--- src/spidergon_defines.svh ---
// sizing macros shared by the spidergon node package and RTL, pulled in with `include
`ifndef SPIDERGON_DEFINES_SVH
`define SPIDERGON_DEFINES_SVH

// nodes on the spidergon ring, numbered 0 up to NUM_NODES-1
`define NUM_NODES 8
// bits needed to name one node of the ring
`define NODE_ID_WIDTH 3

// link ports per node: anticlockwise, clockwise and across
`define NUM_PORTS 3

// virtual channels behind every input port, and the bits to name one
`define NUM_VCS 2
`define VC_ID_WIDTH 1

// a flit is a type field on top of the data field
`define FLIT_DATA_WIDTH 16
`define FLIT_TYPE_WIDTH 2
`define FLIT_WIDTH (`FLIT_TYPE_WIDTH + `FLIT_DATA_WIDTH)

// field positions inside a flit
// the type field sits at the top, the channel bit right under it
`define FLIT_TYPE_LSB 16
`define FLIT_VC_BIT 15
// destination of a head or header, body and tail flits carry payload here
`define FLIT_DEST_LSB 12

// flits that one virtual channel buffer can hold
`define VC_BUFFER_DEPTH 2

`endif

--- src/spidergon_pkg.sv ---
// flit, field and direction types of the spidergon node, used by the RTL and the testbench
`include "spidergon_defines.svh"

package spidergon_pkg;

	// one whole flit, type field on top
	typedef logic [`FLIT_WIDTH-1:0] flit_t;

	// node number on the ring
	typedef logic [`NODE_ID_WIDTH-1:0] node_id_t;

	// channel number and one bit per channel
	typedef logic [`VC_ID_WIDTH-1:0] vc_id_t;
	typedef logic [`NUM_VCS-1:0] vc_mask_t;

	// one bit per link port, indexed by port_dir_t
	typedef logic [`NUM_PORTS-1:0] port_mask_t;

	// header is a single flit packet that carries no payload
	typedef enum logic [`FLIT_TYPE_WIDTH-1:0] {
		FLIT_TAIL   = 2'd0,
		FLIT_HEAD   = 2'd1,
		FLIT_BODY   = 2'd2,
		FLIT_HEADER = 2'd3
	} flit_kind_t;

	// stop means the flit has arrived and leaves on no link
	typedef enum logic [1:0] {
		DIR_ANTICLOCKWISE = 2'd0,
		DIR_CLOCKWISE     = 2'd1,
		DIR_ACROSS        = 2'd2,
		DIR_STOP          = 2'd3
	} port_dir_t;

	// field extraction, so no module repeats the bit positions
	function automatic flit_kind_t flit_kind(input flit_t f);
		return flit_kind_t'(f[`FLIT_TYPE_LSB +: `FLIT_TYPE_WIDTH]);
	endfunction

	function automatic vc_id_t flit_vc(input flit_t f);
		return f[`FLIT_VC_BIT -: `VC_ID_WIDTH];
	endfunction

	// only meaningful on a head or a header
	function automatic node_id_t flit_dest(input flit_t f);
		return f[`FLIT_DEST_LSB +: `NODE_ID_WIDTH];
	endfunction

endpackage

--- src/injection_unit.sv ---
// routes processor flits onto one of the three output links, with wormhole direction hold
`timescale 1ns/1ps
`include "spidergon_defines.svh"

module injection_unit
#(
	parameter spidergon_pkg::node_id_t node_id = '0
)
(
	input  logic                      clk,
	input  logic                      reset,
	input  spidergon_pkg::flit_t      cpu_flit,
	input  logic                      cpu_valid,
	output spidergon_pkg::flit_t      out_flit0,
	output spidergon_pkg::flit_t      out_flit1,
	output spidergon_pkg::flit_t      out_flit2,
	output spidergon_pkg::port_mask_t out_valid
);

	spidergon_pkg::flit_kind_t kind;
	spidergon_pkg::port_dir_t  head_dir;
	spidergon_pkg::port_dir_t  sel_dir;
	// direction of the packet in flight, stop when none is open
	spidergon_pkg::port_dir_t  held_dir;
	spidergon_pkg::port_mask_t hit;
	spidergon_pkg::flit_t      out_q [`NUM_PORTS];

	// spidergon rule on the distance clockwise from this node:
	// a quarter of the ring or less goes clockwise, the same going back goes
	// anticlockwise and everything in between takes the across link
	function automatic spidergon_pkg::port_dir_t route(input spidergon_pkg::node_id_t dest);
		spidergon_pkg::node_id_t rel;
		rel = dest - node_id;
		if (rel == '0)
			return spidergon_pkg::DIR_STOP;
		else if (rel <= `NUM_NODES / 4)
			return spidergon_pkg::DIR_CLOCKWISE;
		else if (rel >= `NUM_NODES - `NUM_NODES / 4)
			return spidergon_pkg::DIR_ANTICLOCKWISE;
		else
			return spidergon_pkg::DIR_ACROSS;
	endfunction

	assign kind = spidergon_pkg::flit_kind(cpu_flit);
	assign head_dir = route(spidergon_pkg::flit_dest(cpu_flit));

	// only a head or header carries a destination, the rest follow the head
	assign sel_dir = (kind == spidergon_pkg::FLIT_HEAD || kind == spidergon_pkg::FLIT_HEADER) ?
		head_dir : held_dir;

	// a header opens no packet, so it leaves the held direction alone
	always_ff @(posedge clk)
	begin
		if (reset)
			held_dir <= spidergon_pkg::DIR_STOP;
		else if (cpu_valid)
		begin
			case (kind)
				spidergon_pkg::FLIT_HEAD: held_dir <= head_dir;
				spidergon_pkg::FLIT_TAIL: held_dir <= spidergon_pkg::DIR_STOP;
				default: held_dir <= held_dir;
			endcase
		end
	end

	// stop matches no port, so such flits never leave
	always_comb
	begin
		for (int p = 0; p < `NUM_PORTS; p++)
			hit[p] = (sel_dir == spidergon_pkg::port_dir_t'(p));
	end

	always_ff @(posedge clk)
	begin
		if (reset)
			out_valid <= '0;
		else
			out_valid <= cpu_valid ? hit : '0;
	end

	// the chosen link loads the flit, the other links keep their old data
	always_ff @(posedge clk)
	begin
		for (int p = 0; p < `NUM_PORTS; p++)
		begin
			if (cpu_valid && hit[p])
				out_q[p] <= cpu_flit;
		end
	end

	assign out_flit0 = out_q[0];
	assign out_flit1 = out_q[1];
	assign out_flit2 = out_q[2];

endmodule

--- config.mk ---
export PLATFORM = sky130hd
export DESIGN_NAME = injection_unit
export DESIGN_NICKNAME = d
export VERILOG_FILES = /design/src/spidergon_pkg.sv /design/src/injection_unit.sv
export VERILOG_INCLUDE_DIRS = /design/src
export SDC_FILE = /design/constraint.sdc
export NUM_CORES = 1
export LEC_CHECK = 0
export BUFFER_PORTS_ARGS = -buffer_cell sky130_fd_sc_hd__buf_2
export CAP_MARGIN = 20
export CORE_ASPECT_RATIO = 1.25
export CORE_MARGIN = 3
export CORE_UTILIZATION = 50
export CTS_CLUSTER_DIAMETER = 40
export CTS_CLUSTER_SIZE = 25
export DETAILED_ROUTE_END_ITERATION = 12
export GPL_TIMING_DRIVEN = 1
export PLACE_DENSITY = 0.9
export REMOVE_ABC_BUFFERS = 1
export SKIP_CTS_REPAIR_TIMING = 1
export SLEW_MARGIN = 20
export SYNTH_ARGS = -nofsm -noshare
export SYNTH_HDL_FRONTEND = slang
export SYNTH_SLANG_ARGS = --single-unit
--- constraint.sdc ---
create_clock -name clk -period 7.1 [get_ports clk]
set_input_delay 0.355 -clock clk [delete_from_list [all_inputs] [get_ports clk]]
set_output_delay 0.355 -clock clk [all_outputs]
set_load 0.1 [all_outputs]
# Word level (Yosys, flattened, before mapping)
# Memories as Yosys holds them, arrays and structs flattened.
# Index checks and enable logic that the tools add are counted.
[word_totals]
wordCells = 39
romBits = 0
regBits = 5
latchBits = 0
in_bits = 21
output_inout_bits = 57
mem_count = 1
mem_bits_rw = 54
[op_classes]
order_cmp = 2
div_mod_pow = 0
n_eq_ne = 4
shift = 0
multipliers = 0
reduce_logical = 12
mux = 17
n_addsub = 0
bitwise_logic = 1
[mem_list]
columns = ["name", "words", "word_bits", "rd", "rd_clocked_by_memory_dff", "write_ports", "line_no", "source"]
rows = [
  ["out_q", 3, 18, 3, 0, 1, "injection_unit.sv:26", "spidergon_pkg::flit_t out_q [`NUM_PORTS];"],
]
[ops]
columns = ["operator", "count"]
rows = [
  ["$mux W18", 2],
  ["$reduce_or A18 Y1", 2],
  ["$mux W2", 6],
  ["$mux W1", 8],
  ["$eq A2 B1 Y1 const B", 2],
  ["$eq A2 B2 Y1 const B", 2],
  ["$logic_not A2 Y1", 2],
  ["$pmux W2 S2", 1],
  ["$ge A3 B3 Y1 const B", 1],
  ["$le A3 B2 Y1 const B", 1],
  ["$logic_and A1 B1 Y1", 3],
  ["$logic_not A3 Y1", 1],
  ["$reduce_and A2 Y1", 1],
  ["$reduce_bool A2 Y1", 1],
  ["$reduce_or A2 Y1", 1],
  ["$logic_or A1 B1 Y1", 1],
  ["$not A1 Y1", 1],
]

# Depth between registers and ports, before layout
[logic_depth]
depth_word = 12
mapped_depth = 3
depth_no_buf = 3

# Least setup slack after synthesis
# No wires, ideal clock.
[synth_timing]
path_type = "input port to flip-flop"
startpoint = "in cpu_flit[14]"
endpoint = "mem out_q[0][18] (netlist bit) (enable)"
setup_ns = 0.416
path_stages = 3
arrival_time_ns = 2.225
n_path_buf = 0
required_time_ns = 6.684
path_slack_ns = 4.460
cell_sequence = "nand2b_1 a221o_1 nor3_1"
[synth_between]
elab_chain_len = 12
word_cells_on_any_way = 25
classes_between = "order compare: 2; eq/ne: 2; mux: 14; reduce/logical: 7"
[synth_rtl]
columns = ["item", "line_no", "source"]
rows = [
  ["start, declared", "injection_unit.sv:12", "input spidergon_pkg::flit_t cpu_flit,"],
  ["$ge A3 B3 Y1", "injection_unit.sv:38", "else if (rel >= `NUM_NODES - `NUM_NODES / 4)"],
  ["$mux W2", "injection_unit.sv:38", ""],
  ["$mux W2", "injection_unit.sv:36", "else if (rel <= `NUM_NODES / 4)"],
  ["$mux W2 *", "injection_unit.sv:34", "if (rel == '0)"],
  ["$mux W2 *", "injection_unit.sv:48", "assign sel_dir = (kind == spidergon_pkg::FLIT_HEAD || kind == spidergon_pkg::FLIT_HEADER) ?"],
  ["$eq A2 B1 Y1", "injection_unit.sv:70", "hit[p] = (sel_dir == spidergon_pkg::port_dir_t'(p));"],
  ["$logic_and A1 B1 Y1", "injection_unit.sv:86", "if (cpu_valid && hit[p])"],
  ["$mux W1", "injection_unit.sv:86", ""],
  ["$mux W1 (not written as such)", "injection_unit.sv:87", "out_q[p] <= cpu_flit;"],
  ["$reduce_or A18 Y1 (no source line)", "--", ""],
  ["$mux W2 (no source line) or $mux W1 (tied branches) (2 in series)", "--", ""],
  ["end, declared", "injection_unit.sv:26", ""],
]
# Every way passes the cells marked *; elsewhere a longest branch is shown, timed or not.

# Worst setup path in the final report
[layout_timing]
startpoint = "in cpu_flit[13]"
endpoint = "mem out_q[0][7] (netlist bit) (enable)"
# Same word-level chain as after synthesis.

==> results.toml <==
[status]
outcome = "complete, no violations"

[sta]
slew_headroom_pct = 39.9
drv_slew = 0
tightest_slew_ns = 0.902
min_period_ns = 2.04
max_freq_mhz = 491
finalCritPeriodShare_pct = 28.7
finalHoldViolCount = 0
rsz0062_at_grt = "false"
setup_violations = 0
skew_ns = 0.00574
fin_tns_setup_ns = 0

[clock_tree]
cts_buffers = 9
worstSkewPairLatency_ns = 0.32
clk_pin_slew_ns = 0.06
tritoncts = "yes"
clock_sinks = 59
clock_path_buffers = 2
htreeDepth = 3
root_buffer = "clkbuf_8"

[hold_path]
min_from = "cpu_flit[15]"
holdPathEnd = "out_q[0][33]$_DFFE_PP_"
hold_class = "in2reg"
min_path_cells = 1

[synth]
synth_area_sq_um = 1890
netlist_top_cells_area = "edfxtp_1, dfxtp_1, nor4b_2"
synth_area_per_cell_sq_um = 23.3
synth-xor-area-share_pct = 0.464
yosys_warnings = 0
synth_edf_count = 54
synth_ff_type = "edfxtp_1"
synth_compound_area_share_pct = 1.59
synthSimpleGateAreaFrac_pct = 5.57
yosysTopAreaCellShare_pct = 85.9
ys_ff_latch = 59
netlist-cell-type-count = 20
async_flop_share_pct = 0
yosysSeqAreaShare_pct = 91.2
syn_inst = 81
synth_top_family_by_area = "simple AND/OR/NAND/NOR gates"
synthAdderAreaFrac_pct = 0
synthMuxAreaShare_pct = 0.531
synth_top_area_cell = "edfxtp_1"

[placement]
hpwl_mm = 2.72
place_inst = 199
port_buffers = 77
gp_congestion = 0.693

[setup_path]
worst-setup-path-type = "in2reg"
startpoint_type = "input pin"
reg2regPathDepth = 3
cp.required_ns = 7.12
worstSetupEndpointType = "register"
r2r_start = "held_dir[0]$_SDFFE_PP1P_"
reg2reg_to = "out_q[0][7]$_DFFE_PP_"
worstPathMaxFanout = 11
r2r_slack_ns = 5.10
worstPathArrival_ns = 2.05

[final_layout]
n_fill_cell = 236
seqCellArea_sq_um = 1720
fin_nets = 192
layout-drive-gt1-share_pct = 54.5
syn2layout_area_growth_pct = 33.7
layout.cells.non_filler = 215
n_antenna_cell = 0
multi_input_area_sq_um = 159
post-route-util_pct = 71.2

[floorplanning]
dieArea_sq_um = 4550
coreArea_sq_um = 3540
die_h_um = 74.7
std_cell_rows = 24
start_util_pct = 53.2
io_pins = 78
dieWidth_um = 60.9

[global_route]
grt_first_pass_wirelength_mm = 5.38
grt_usage_pct = 17.8
grt_pass1_vias = 1090
antenna_found_initial = 0
grt_max_degree = 19
grt_overflow = 0

[drt]
wl_per_cell_um = 18.0
drcViolationCount = 0
first_iter_violations = 30
wirelength_mm = 3.87
antenna_left = 0
first_pass_iters = 4
avgViaCountPerCell = 5.08
vias = 1093

[power_and_ir_drop]
irDropWorstVdd_mv = 0.193
leakagePower_nw = 1.01
power.density_nw_per_um2 = 305

[job]
max-cap-violations = 0
flip-flops by register name, indices dropped and copies added, names as in the netlist:
signal and cells:
held_dir 2, out_valid 3, out_q 54
cell families after synthesis:
group | count (synthesis)
DFF | 59
muxes | 1
AOI/OAI and AO/OA | 4
buffers and inverters | 3
and+or+nand+nor | 13
xor gates and xnor gates | 1
metal layers:
| layer | track usage (%) | share of wire [%] | vias to the layer above |
|---|---|---|---|
| li1 | - | - | 506 |
| met1 | 18.3 | 36 | 535 |
| met2 | 31.3 | 56 | 46 |
| met3 | 8.40 | 6.7 | 6 |
| met4 | 6.51 | 1.2 | 0 |
| met5 | 0 | 0 | - |
cell usage after synthesis, drive strengths merged (2+ instances only):
cell type,number
nor2b,2
nor3,2
edfxtp,54
inv,3
dfxtp,5
metrics by stage:
step	area [sq um]	power (mW)	hold WS, ns	setup slack (ns)
2_1_floorplan	1890	0.488	0.429	4.46
3_3_place_gp	2340	0.509	0.480	4.89
3_5_place_dp	2340	0.511	0.503	4.76
4_1_cts	2520	0.775	0.225	5.07
5_1_grt	2520	0.794	0.214	4.97
6_report	2520	0.770	0.238	5.06
worst max-delay path: stages:
cell     delay [ns]
buf_2          0.16
a21oi_1        0.12
mux2i_1        0.45
nor3b_2        0.65
buf_4          0.32
where the power goes:
part	total (mW)	internal (mW)	leakage [nW]	switching [mW]
clock	0.266	0.152	0.0945	0.113
sequential	0.396	0.393	0.535	0.00277
combinational	0.108	0.0146	0.381	0.0938
total	0.770	0.560	1.01	0.210
cell type report:
class                   count  area share, %
inverters                   3          0.446
clock buffers              13           6.70
well taps                  39           1.93
flip-flops and latches     59           68.3
multi-input cells          19           6.30
clock inverters             3          0.496
repair buffers             79           15.9
worst max-delay path by stage:
stage / startpoint / end
floorplan: cpu_flit[14] / out_q[0][18]$_DFFE_PP_
global placement: cpu_flit[16] / out_q[0][11]$_DFFE_PP_
CTS: cpu_flit[16] / out_q[0][37]$_DFFE_PP_
detailed placement: cpu_flit[16] / out_q[0][10]$_DFFE_PP_
global route: cpu_flit[13] / out_q[0][4]$_DFFE_PP_
finish: cpu_flit[13] / out_q[0][7]$_DFFE_PP_
placed cells by master, fill, tap and decap left out:
master,netlist,routed
nor3_1,2,1
nand3b_1,1,1
a221o_1,1,1
edfxtp_1,54,54
and4_1,1,1
and3_1,1,1
buf_2,0,77
a21oi_1,1,1
nand2_1,1,1
clkinv_2,0,1
nor4b_2,1,1
a41oi_1,1,1
mux2i_1,1,1
clkbuf_1,0,1
o22ai_1,1,1
nor3b_2,1,1
nor2b_1,2,2
buf_4,0,2
nor3_2,0,1
clkbuf_8,0,12
xnor2_1,1,1
and4b_1,1,1
dfxtp_1,5,5
clkinv_1,0,2
inv_1,3,3
nor4_2,1,1
nand2b_1,1,1
Note: power is estimated with default switching activity, not from simulation.
