<file path="config.mk">
export PLATFORM = sky130hd
export DESIGN_NAME = ejection_unit
export DESIGN_NICKNAME = d
export VERILOG_FILES = /design/src/spidergon_pkg.sv /design/src/rr_arbiter.sv /design/src/ejection_unit.sv
export VERILOG_INCLUDE_DIRS = /design/src
export SDC_FILE = /design/constraint.sdc
export NUM_CORES = 1
export LEC_CHECK = 0
export ABC_AREA = 0
export BUFFER_PORTS_ARGS = -buffer_cell sky130_fd_sc_hd__buf_2
export CAP_MARGIN = 40
export CELL_PAD_IN_SITES_DETAIL_PLACEMENT = 1
export CELL_PAD_IN_SITES_GLOBAL_PLACEMENT = 1
export CORE_MARGIN = 2
export CORE_UTILIZATION = 36
export DETAILED_ROUTE_END_ITERATION = 8
export GPL_ROUTABILITY_DRIVEN = 0
export GPL_TIMING_DRIVEN = 0
export PLACE_DENSITY_LB_ADDON = 0.1
export RECOVER_POWER = 100
export SLEW_MARGIN = 20
export SYNTH_ARGS = -nofsm -noshare
export SYNTH_HDL_FRONTEND = slang
export SYNTH_HIERARCHICAL = 1
export SYNTH_SLANG_ARGS = --single-unit
</file>
<file path="constraint.sdc">
create_clock -name clk -period 6.1 [get_ports clk]
set_clock_uncertainty 0.1 [all_clocks]
set_input_delay 0.305 -clock clk [delete_from_list [all_inputs] [get_ports clk]]
set_output_delay 0.305 -clock clk [all_outputs]
set_load 0.005 [all_outputs]
</file>
<file path="src/spidergon_defines.svh">
// sizing macros shared by the spidergon node package and RTL, pulled in with `include
`ifndef SPIDERGON_DEFINES_SVH
`define SPIDERGON_DEFINES_SVH

// nodes on the spidergon ring, numbered 0 up to NUM_NODES-1
`define NUM_NODES 8
// bits needed to name one node of the ring
`define NODE_ID_WIDTH 3

// link ports per node: anticlockwise, clockwise and across
`define NUM_PORTS 3

// virtual channels behind every input port, and the bits to name one
`define NUM_VCS 2
`define VC_ID_WIDTH 1

// a flit is a type field on top of the data field
`define FLIT_DATA_WIDTH 16
`define FLIT_TYPE_WIDTH 2
`define FLIT_WIDTH (`FLIT_TYPE_WIDTH + `FLIT_DATA_WIDTH)

// field positions inside a flit
// the type field sits at the top, the channel bit right under it
`define FLIT_TYPE_LSB 16
`define FLIT_VC_BIT 15
// destination of a head or header, body and tail flits carry payload here
`define FLIT_DEST_LSB 12

// flits that one virtual channel buffer can hold
`define VC_BUFFER_DEPTH 2

`endif

</file>
<file path="src/spidergon_pkg.sv">
// flit, field and direction types of the spidergon node, used by the RTL and the testbench
`include "spidergon_defines.svh"

package spidergon_pkg;

	// one whole flit, type field on top
	typedef logic [`FLIT_WIDTH-1:0] flit_t;

	// node number on the ring
	typedef logic [`NODE_ID_WIDTH-1:0] node_id_t;

	// channel number and one bit per channel
	typedef logic [`VC_ID_WIDTH-1:0] vc_id_t;
	typedef logic [`NUM_VCS-1:0] vc_mask_t;

	// one bit per link port, indexed by port_dir_t
	typedef logic [`NUM_PORTS-1:0] port_mask_t;

	// header is a single flit packet that carries no payload
	typedef enum logic [`FLIT_TYPE_WIDTH-1:0] {
		FLIT_TAIL   = 2'd0,
		FLIT_HEAD   = 2'd1,
		FLIT_BODY   = 2'd2,
		FLIT_HEADER = 2'd3
	} flit_kind_t;

	// stop means the flit has arrived and leaves on no link
	typedef enum logic [1:0] {
		DIR_ANTICLOCKWISE = 2'd0,
		DIR_CLOCKWISE     = 2'd1,
		DIR_ACROSS        = 2'd2,
		DIR_STOP          = 2'd3
	} port_dir_t;

	// field extraction, so no module repeats the bit positions
	function automatic flit_kind_t flit_kind(input flit_t f);
		return flit_kind_t'(f[`FLIT_TYPE_LSB +: `FLIT_TYPE_WIDTH]);
	endfunction

	function automatic vc_id_t flit_vc(input flit_t f);
		return f[`FLIT_VC_BIT -: `VC_ID_WIDTH];
	endfunction

	// only meaningful on a head or a header
	function automatic node_id_t flit_dest(input flit_t f);
		return f[`FLIT_DEST_LSB +: `NODE_ID_WIDTH];
	endfunction

endpackage

</file>
<file path="src/rr_arbiter.sv">
// round-robin arbiter with a one-hot grant, used for channel and port selection in the node
`timescale 1ns/1ps

module rr_arbiter
#(
	parameter int N = 2
)
(
	input  logic         clk,
	input  logic         reset,
	input  logic [N-1:0] req,
	input  logic         advance,
	output logic [N-1:0] grant
);

	localparam int PTR_WIDTH = (N > 1) ? $clog2(N) : 1;

	// index of the last requester that was actually served
	logic [PTR_WIDTH-1:0] last;
	// index picked in this cycle and whether anybody asked at all
	logic [PTR_WIDTH-1:0] winner;
	logic                 found;

	// scan starts just after the last winner and wraps around,
	// the first requester met is the one granted
	always_comb
	begin
		int idx;
		grant = '0;
		winner = last;
		found = 1'b0;
		for (int i = 1; i <= N; i++)
		begin
			idx = (int'(last) + i) % N;
			if (!found && req[idx])
			begin
				grant[idx] = 1'b1;
				winner = PTR_WIDTH'(idx);
				found = 1'b1;
			end
		end
	end

	// the pointer only moves when the grant was used,
	// a pick that nobody consumed keeps its priority
	always_ff @(posedge clk)
	begin
		if (reset)
			last <= PTR_WIDTH'(N - 1);
		else if (advance && found)
			last <= winner;
	end

endmodule

</file>
<file path="src/ejection_unit.sv">
// picks one input port per cycle and hands its flit to the processor through a register
`timescale 1ns/1ps
`include "spidergon_defines.svh"

module ejection_unit
(
	input  logic                      clk,
	input  logic                      reset,
	input  spidergon_pkg::port_mask_t pending,
	input  spidergon_pkg::flit_t      port_flit0,
	input  spidergon_pkg::flit_t      port_flit1,
	input  spidergon_pkg::flit_t      port_flit2,
	output spidergon_pkg::port_mask_t pop,
	output spidergon_pkg::flit_t      eject_flit,
	output spidergon_pkg::port_dir_t  eject_port,
	output logic                      eject_valid
);

	spidergon_pkg::port_mask_t grant;
	spidergon_pkg::flit_t      sel_flit;
	spidergon_pkg::port_dir_t  sel_port;
	logic                      any_pending;

	assign any_pending = |pending;

	// the processor never refuses, so every pick is consumed at once
	rr_arbiter #(.N(`NUM_PORTS)) port_arb
	(
		.clk     (clk),
		.reset   (reset),
		.req     (pending),
		.advance (any_pending),
		.grant   (grant)
	);

	// the granted port drops its flit on this same edge
	assign pop = grant;

	// one-hot grant to flit and port number
	always_comb
	begin
		case (grant)
			3'b010:
			begin
				sel_flit = port_flit1;
				sel_port = spidergon_pkg::DIR_CLOCKWISE;
			end
			3'b100:
			begin
				sel_flit = port_flit2;
				sel_port = spidergon_pkg::DIR_ACROSS;
			end
			default:
			begin
				sel_flit = port_flit0;
				sel_port = spidergon_pkg::DIR_ANTICLOCKWISE;
			end
		endcase
	end

	// valid is a one-cycle strobe per flit, flit and port only load with it
	always_ff @(posedge clk)
	begin
		if (reset)
			eject_valid <= 1'b0;
		else
			eject_valid <= any_pending;
	end

	always_ff @(posedge clk)
	begin
		if (any_pending)
		begin
			eject_flit <= sel_flit;
			eject_port <= sel_port;
		end
	end

endmodule

</file>
# Word level (Yosys, flattened, before mapping)

Cells that the tools add are included.
W data, S select, Z words.

Register bits: 23
Bits in latches: 0
Bits in writable memories: 0
ROM bits: 0
Bits of input ports: 59
Output and inout bits: 24
Memories: 0

$add $sub $neg: 3
$mul: 0
Div/mod/pow operators: 3
Order comparisons: 6
Equality and inequality tests: 2
Shifts and indexed selects: 0
Multiplexer cells: 26
Bitwise gates (word level): 2
Reductions and logical operators: 11

Operators with widths:

| operator                | number |
|---|---|
| $ge A32 B1 Y1 const B   | 3 |
| $lt A32 B4 Y1 const B   | 3 |
| $mod A32 B3 Y32 const B | 3 |
| $pmux W18 S2            | 1 |
| $mux W1                 | 12 |
| $mux W3                 | 3 |
| $add A2 B2 Y3 const B   | 2 |
| $bmux W1 S2             | 3 |
| $demux W1 S2            | 3 |
| $logic_and A1 B1 Y1     | 6 |
| $mux W2                 | 3 |
| $or A3 B3 Y3            | 2 |
| $pmux W2 S2             | 1 |
| $add A2 B1 Y3 const B   | 1 |
| $eq A3 B2 Y1 const B    | 1 |
| $eq A3 B3 Y1 const B    | 1 |
| $reduce_bool A3 Y1      | 1 |
| $reduce_or A3 Y1        | 1 |
| $logic_not A1 Y1        | 2 |
| $reduce_and A2 Y1       | 1 |

# Longest topological paths before layout

Gate-level depths: netlist of run 1.

Depth after elaboration: 14
Gate-level depth with buffers: 12
Mapped depth without buffers: 10

# Cells and area by module

The synthesis of run 1 kept the hierarchy.

Modules (own cells, without submodules):

| module        | times used | cells an instance | area each (um2) |
|---|---|---|---|
| ejection_unit | 1          | 71                | 1104.8 |
| rr_arbiter    | 1          | 50                | 410.4 |

# Worst setup path after synthesis of run 1

OpenSTA, ideal clock, no wires.

Kind: register to register
Start point: reg port_arb.last[0]
End point: reg eject_flit[16] (data pin)
Library setup time: 0.262 ns
Arrival time: 2.121 ns
Data required time: 5.738 ns
Path slack: 3.617 ns
Stages on the path, launching flop included: 13
Period minus slack after synthesis: 2.483 ns
Cells stage by stage: dfxtp_1 > inv_1 > ha_1 > and2_4 > a221oi_2 > mux2i_4 > nand3b_1 > nand2_1 > and2b_4 > buf_6 > buf_12 > a22oi_2 > o2bb2ai_2

Word-level cells in the longest chain between the ends: 14
Elaborated cells on any way between the ends: 44
Classes of those cells: add/sub: 3; div: 3; order compare: 6; eq/ne: 2; mux: 21; bitwise: 2; reduce/logical: 7

Ends and longest elaborated chain:

| item                                                     | RTL line            | text |
|---|---|---|
| from (decl)                                              | rr_arbiter.sv:19    | `logic [PTR_WIDTH-1:0] last;` |
| from (signal assigned)                                   | rr_arbiter.sv:49    | `last <= PTR_WIDTH'(N - 1);` |
| from (signal assigned)                                   | rr_arbiter.sv:51    | `last <= winner;` |
| branches (longest 11 deep; another with $mod A32 B3 Y32) | -                   |  |
| $mux W3 *                                                | rr_arbiter.sv:35    | `if (!found && req[idx])` |
| named net pop[2]                                         | ejection_unit.sv:13 | `output spidergon_pkg::port_mask_t pop,` |
| $eq A3 B3 Y1 / $eq A3 B2 Y1 (equally long branches)      | ejection_unit.sv:42 | `case (grant)` |
| $pmux W18 S2 *                                           | ejection_unit.sv:42 |  |
| named net sel_flit[16]                                   | ejection_unit.sv:20 | `spidergon_pkg::flit_t sel_flit;` |
| to (signal assigned)                                     | ejection_unit.sv:74 | `eject_flit <= sel_flit;` |
| to (decl)                                                | ejection_unit.sv:14 | `output spidergon_pkg::flit_t eject_flit,` |

Mark *: on every way through the listed nets, which the timed path passes. The select of a mux whose other input is x is not followed.
A chain may end at the register's enable or synchronous reset.

# Final worst setup path of run 1

Start point: reg port_arb.last[0]
End point: reg eject_flit[0] (data pin)

Word-level cells in the longest chain between the ends: 14
Elaborated cells on any way between the ends: 44
Classes of those cells: add/sub: 3; div: 3; order compare: 6; eq/ne: 2; mux: 21; bitwise: 2; reduce/logical: 7

Ends and longest elaborated chain:

| item                                                     | RTL line |
|---|---|
| branches (longest 11 deep; another with $mod A32 B3 Y32) | - |
| $mux W3 *                                                | rr_arbiter.sv:35 |
| $eq A3 B3 Y1 / $eq A3 B2 Y1 (equally long branches)      | ejection_unit.sv:42 |
| $pmux W18 S2 *                                           | ejection_unit.sv:42 |
| named net sel_flit[0]                                    | ejection_unit.sv:20 |

Marked as above.

==> impl_metrics.json, run 1 <==
{
  "outcome": "completed",
  "place_area_mm2": 0.002003,
  "tritoncts": "done",
  "slew_headroom_pct": 32.90,
  "endpoint_kind": "flip-flop",
  "r2r_cells": 12,
  "synth_edf_count": 20,
  "wl_um": 4549,
  "yosys_warnings": 6,
  "syn_area_per_cell_um2": 12.52,
  "synth.top_cell.area_share_pct": 39.64,
  "hold_end": "port_arb/last[0]",
  "pin_count": 83,
  "drive_gt1_share_pct": 39.90,
  "final_core_util_pct": 48.42,
  "clk_latency_ps": 260,
  "fin_crit_sh_pct": 61.54,
  "total_power_mw": 1.020,
  "max_slew.worst_pin.slew_ps": 1006,
  "via_count": 1343,
  "yosysTopAreaCell": "edfxtp_1",
  "dp_hpwl_um": 3562,
  "min_from": "reset",
  "core-area_mm2": 0.004029,
  "critical_path_buf_inv_count": 3,
  "hold_viol_final": 0,
  "power_leakage_nw": 0.8158,
  "avgRoutedWirePerCell_um": 17.63,
  "n_antenna_cell": 0,
  "antenna_found_initial": 0,
  "fin_nets": 272,
  "startpoint": "port_arb/last[0]",
  "cts_max_level": 1,
  "max_stage_delay_ps": 510,
  "postSynthCellCount": 121,
  "power.share.switching_pct": 42.22,
  "ys_ff_latch": 23,
  "cts_resized": 0,
  "cts-root-buf": "clkbuf_8",
  "synth_ff_type": "edfxtp_1",
  "cpMostUsedCell": "clkbuf_1",
  "chipHeight_um": 68.88,
  "min_path_type": "in -> reg",
  "via_per_inst": 5.205,
  "initial_core_util_pct": 37.61,
  "cp.arrival_ps": 3760,
  "switching_power_uw": 430.8,
  "dieArea_mm2": 0.004744,
  "grt_pass1_wl_um": 6630,
  "clockBufferDepth": 2,
  "die_x_um": 68.88,
  "r2r-end": "eject_flit[0]",
  "rows": 23,
  "fmaxAchievable_mhz": 266.4,
  "final_design_area_no_fill_mm2": 0.001951,
  "rr_startpoint": "port_arb/last[0]",
  "start_kind": "flip-flop",
  "final_cell_mix": "buf_2, clkbuf_1, edfxtp_1",
  "syn_nets": 184,
  "crit_family": "buffers and inverters",
  "async_reset_ff_share_pct": 0,
  "cts_buffers": 3,
  "drc": 0,
  "yosys-top-cells-area": "edfxtp_1, o2bb2ai_1, a22oi_2, a22oi_1, dfxtp_1",
  "path_clk_slew_ps": 90,
  "hold_depth": 2,
  "power_frac_comb_pct": 60.9,
  "drv_slew": 0,
  "grt_pass1_vias": 1371,
  "drt_pass1_iterations": 4,
  "grt_overflow_total": 0,
  "ir_worst_vdd_mv": 0.2618,
  "syn_area_mm2": 0.001515,
  "cp_max_fo": 10,
  "rrSetupSlack_ps": 2350,
  "crit_slowest_cell": "clkbuf_1",
  "clockPowerShare_pct": 9.5,
  "crit_required_ps": 6100,
  "ys_types": 35,
  "area_growth_syn_to_layout_pct": 28.74,
  "antenna_left": 0,
  "rsz0062_at_grt": "no",
  "grtUsageTotal_pct": 19.26,
  "p_int_uw": 589.5,
  "synth_seq_area_share_pct": 43.60,
  "crit_type": "reg -> reg",
  "maxCapViolCount": 0,
  "cts.sinks": 23,
  "first_iter_violations": 51,
  "final_common_cell": "buf_2",
  "powerDensity_mw_per_mm2": 523.1,
  "finalCriticalPeriod_ps": 3754,
  "crit_chain": "inv_1 -> ha_1 -> and2_0 -> a221oi_1 -> mux2i_4 -> nand3b_1 -> nand3_1 -> and2b_1 -> clkbuf_1 -> clkbuf_1 -> a22oi_1 -> o2bb2ai_1",
  "ctsHoldBuffers": 0,
  "port_buffers": 82,
  "pwr-share-seq_pct": 29.5,
  "grt_max_degree": 20,
  "finalSetupViolations": 0,
  "cts_setup_buffers": 0,
  "fin_tns_setup_ps": 0
}
metrics by stage:
| stage | worst slack (ps) | std cells | hold slack [ps] |
|---|---|---|---|
| CTS | 3251 | 258 | 123.1 |
| finish | 2346 | 258 | 126.2 |
| detailed placement | 3284 | 254 | 408.4 |
| global route | 2001 | 258 | 124.5 |
| floorplan | 3617 | 121 | 271.2 |
| global placement | 3424 | 253 | 406.4 |
synth_stat cells (3+ instances only):
cell,number
mux2i_1,3
o2bb2ai_1,17
a22oi_1,10
nand2_1,9
dfxtp_1,3
a22oi_2,9
buf_6,4
edfxtp_1,20
ha_1,4
nor2b_1,6
metal layers:
layer / track usage (%) / up-vias / wire length [µm]
met5: 0 / - / 0
met4: 6.863 / 0 / 55
met3: 1.786 / 4 / 204
met2: 35.22 / 42 / 2436
met1: 23.40 / 645 / 1854
li1: - / 652 / -
worst reg2reg max path, cell delays in order, from the launching register on:
cell and delay (ps):
dfxtp_1 380, inv_1 110, ha_1 300, and2_0 210, a221oi_1 380, mux2i_4 170, nand3b_1 200, nand3_1 180
and2b_1 220, clkbuf_1 430, clkbuf_1 510, a22oi_1 160, o2bb2ai_1 220
power by group through the flow:
stage          Clock, mW  Combinational [mW]  Sequential [mW]
4_1_cts           0.0995               0.708            0.301
3_5_place_dp           0               0.705            0.305
5_1_grt            0.108               0.692            0.311
2_1_floorplan          0               0.476            0.312
3_3_place_gp           0               0.669            0.299
6_report          0.0971               0.622            0.301
kinds of logic (layout without fill, tap and decap cells):
family                     after synthesis  count (layout)  synth area share [%]
and+or+nand+nor                         30              30                 12.14
AOI/OAI and AO/OA                       48              48                 30.39
buffers and inverters                   10              97                 5.615
adders and majority gates                4               4                 3.303
DFF                                     23              23                 43.60
muxes                                    6               6                 4.954
registers in the layout, indices dropped and copies added, names as in the netlist:
signal and flops:
eject_flit 18, port_arb/last 2, eject_port 2, eject_valid 1
worst max-delay path by stage:
stage                           to  cells past startpoint
floorplan           eject_flit[16]                     12
global placement     eject_flit[0]                     12
detailed placement   eject_flit[1]                     12
CTS                  eject_flit[0]                     12
global route         eject_flit[0]                     12
finish               eject_flit[0]                     12
area by class of cell:
| class | instances | area, µm² |
|---|---|---|
| clock buffers | 3 | 41.29 |
| flip-flops and latches | 23 | 660.6 |
| clock inverters | 1 | 5.005 |
| fillers | 504 | 2078 |
| plain buffers | 8 | 46.29 |
| multi-input cells | 88 | 737.0 |
| repair buffers | 83 | 390.4 |
| inverters | 2 | 7.507 |
| well taps | 50 | 62.56 |
No activity file was read; power rests on OpenSTA's default activity.
==> run 2: changes to the inputs <==
--- a/config.mk
+++ b/config.mk
@@ -12,7 +12,7 @@
 export CELL_PAD_IN_SITES_DETAIL_PLACEMENT = 1
 export CELL_PAD_IN_SITES_GLOBAL_PLACEMENT = 1
 export CORE_MARGIN = 2
-export CORE_UTILIZATION = 36
+export CORE_UTILIZATION = 30
 export DETAILED_ROUTE_END_ITERATION = 8
 export GPL_ROUTABILITY_DRIVEN = 0
 export GPL_TIMING_DRIVEN = 0
==> constraint.sdc (replaced) <==
create_clock -name clk -period 3.3 [get_ports clk]
set_clock_uncertainty 0.1 [all_clocks]
set_input_delay 0.165 -clock clk [delete_from_list [all_inputs] [get_ports clk]]
set_output_delay 0.165 -clock clk [all_outputs]
set_load 0.005 [all_outputs]
==> run 2 against run 1 <==
- sequential cell count stayed put
- critical path depth is the same
- power increased by 91%
- count of clock-buffer cells in the layout up 1
- non-clock buffer count is 1 higher
- combinational power up 96%
- final area up 2.6%
- cell count is 7.0% higher
- utilization down 6.6 points
- worst hold slack worse by 45 ps
==> impl_metrics.json, run 2 (same netlist as run 1, synthesis figures left out) <==
{
  "clk_latency_ps": 260,
  "path_clk_slew_ps": 80,
  "largest_reg_flops": 18,
  "grt_pass1_vias": 1468,
  "ir_worst_vdd_mv": 0.5656,
  "rsz0062_at_grt": "no",
  "pin_count": 83,
  "total_power_mw": 1.951,
  "multi_input_area_um2": 726.9,
  "grt_pass1_wl_um": 6920,
  "grt_max_degree": 19,
  "start_kind": "flip-flop",
  "slew_headroom_pct": 35.89,
  "grt_overflow_total": 0,
  "n_antenna_cell": 0,
  "antenna_left": 0,
  "maxCapViolCount": 0,
  "fin_crit_sh_pct": 89.42,
  "initial_core_util_pct": 31.66,
  "max_slew.worst_pin.slew_ps": 961.6,
  "drt_pass1_iterations": 4,
  "area_growth_syn_to_layout_pct": 32.04,
  "num-fill-cells": 591,
  "first_iter_violations": 50,
  "core-area_mm2": 0.004786,
  "rows": 25,
  "crit_type": "reg -> reg",
  "chipHeight_um": 75.07,
  "grtUsageTotal_pct": 16.39,
  "dp_hpwl_um": 3714,
  "via_count": 1365,
  "fin_nets": 273,
  "finalCriticalPeriod_ps": 2951,
  "final_design_area_no_fill_mm2": 0.002001,
  "seqCellArea_um2": 660.6,
  "cts-root-buf": "clkbuf_8",
  "cts_resized": 0,
  "port_buffers": 82,
  "hold_viol_final": 0,
  "cp.arrival_ps": 2840,
  "antenna_found_initial": 0,
  "reg_top3": "eject_flit x18, eject_port x2, port_arb/last x2",
  "clockBufferDepth": 2,
  "via_per_inst": 4.946,
  "max_stage_delay_ps": 380,
  "powerDensity_mw_per_mm2": 975.1,
  "drive_gt1_share_pct": 43.06,
  "drc": 0,
  "dieArea_mm2": 0.005636,
  "power_leakage_nw": 0.8405,
  "place_area_mm2": 0.002037,
  "avgRoutedWirePerCell_um": 16.87,
  "die_x_um": 75.07,
  "endpoint_kind": "flip-flop",
  "critical_path_buf_inv_count": 3,
  "crit_slowest_cell": "dfxtp_1",
  "crit_chain": "inv_1 -> ha_1 -> and2_4 -> a221oi_2 -> mux2i_4 -> nand3b_1 -> nand3_1 -> nor2b_4 -> buf_6 -> clkbuf_2 -> a22oi_2 -> o2bb2ai_1",
  "cts.sinks": 23,
  "cts_buffers": 3,
  "cp_max_fo": 10,
  "tritoncts": "done",
  "crit_required_ps": 3190,
  "fin_tns_setup_ps": 0,
  "wl_um": 4655,
  "outcome": "completed",
  "min_path_type": "in -> reg",
  "final_cell_mix": "buf_2, edfxtp_1, clkbuf_1",
  "regMostFlops": "eject_flit",
  "crit_family": "simple AND/OR/NAND/NOR gates",
  "finalSetupViolations": 0,
  "fmaxAchievable_mhz": 338.9,
  "drv_slew": 0,
  "cts_max_level": 1,
  "final_common_cell": "buf_2"
}
run 2: path summary, 6_finish.rpt:
kind | to | startpoint | cells past startpoint | slack (ps)
max reg2reg | eject_flit[0] | port_arb/last[0] | 12 | 350
min | eject_flit[6] | port_flit0[6] | 2 | 80
min reg2reg | port_arb/last[0] | port_arb/last[0] | 2 | 490
max | eject_flit[0] | port_arb/last[0] | 12 | 350
run 2: per-layer routing:
| layer | routed length [µm] | track usage [%] | vias up |
|---|---|---|---|
| met5 | 0 | 0 | - |
| met4 | 63 | 5.357 | 0 |
| met3 | 179 | 2.142 | 6 |
| met2 | 2502 | 30.90 | 42 |
| met1 | 1910 | 18.95 | 660 |
| li1 | - | - | 657 |
run 2: cell type report:
type	count	area share [%]
repair buffers	84	20.26
multi-input cells	88	36.34
well taps	67	4.190
flip-flops and latches	23	33.02
plain buffers	8	3.565
inverters	2	0.3752
clock buffers	4	2.251
run 2: worst register-to-register path, delay by kind of cell, from the launching register on:
kind	cells	cell delay, ps
compound gates	3	640
fa+ha+maj	1	300
buf+inv	3	460
flops	1	380
mux	1	150
simple gates	4	650
run 2: power breakdown:
| group | internal (mW) | switching (mW) | total [mW] |
|---|---|---|---|
| Combinational | 0.548 | 0.676 | 1.22 |
| Clock | 0.0860 | 0.0882 | 0.174 |
| Sequential | 0.514 | 0.0391 | 0.553 |
| Total | 1.15 | 0.803 | 1.95 |
run 2: through the flow:
| stage | worst slack, ps | util (%) | instances | hold slack, ps |
|---|---|---|---|---|
| after floorplan | 817.3 | - | 121 | 131.2 |
| after global placement | 605.4 | 41.99 | 270 | 265.1 |
| after detailed placement | 406.9 | 42.56 | 271 | 280.8 |
| after CTS | 397.3 | 43.71 | 276 | 75.29 |
| after global routing | 195.9 | 41.80 | 276 | 80.40 |
| final | 349.0 | 41.80 | 276 | 80.81 |
run 2: what timing repair did:
item / in CTS / in global routing
hold endpoints to repair: 2 / 0
hold buffers: 1 / 0
buffers inserted: 0 / 0
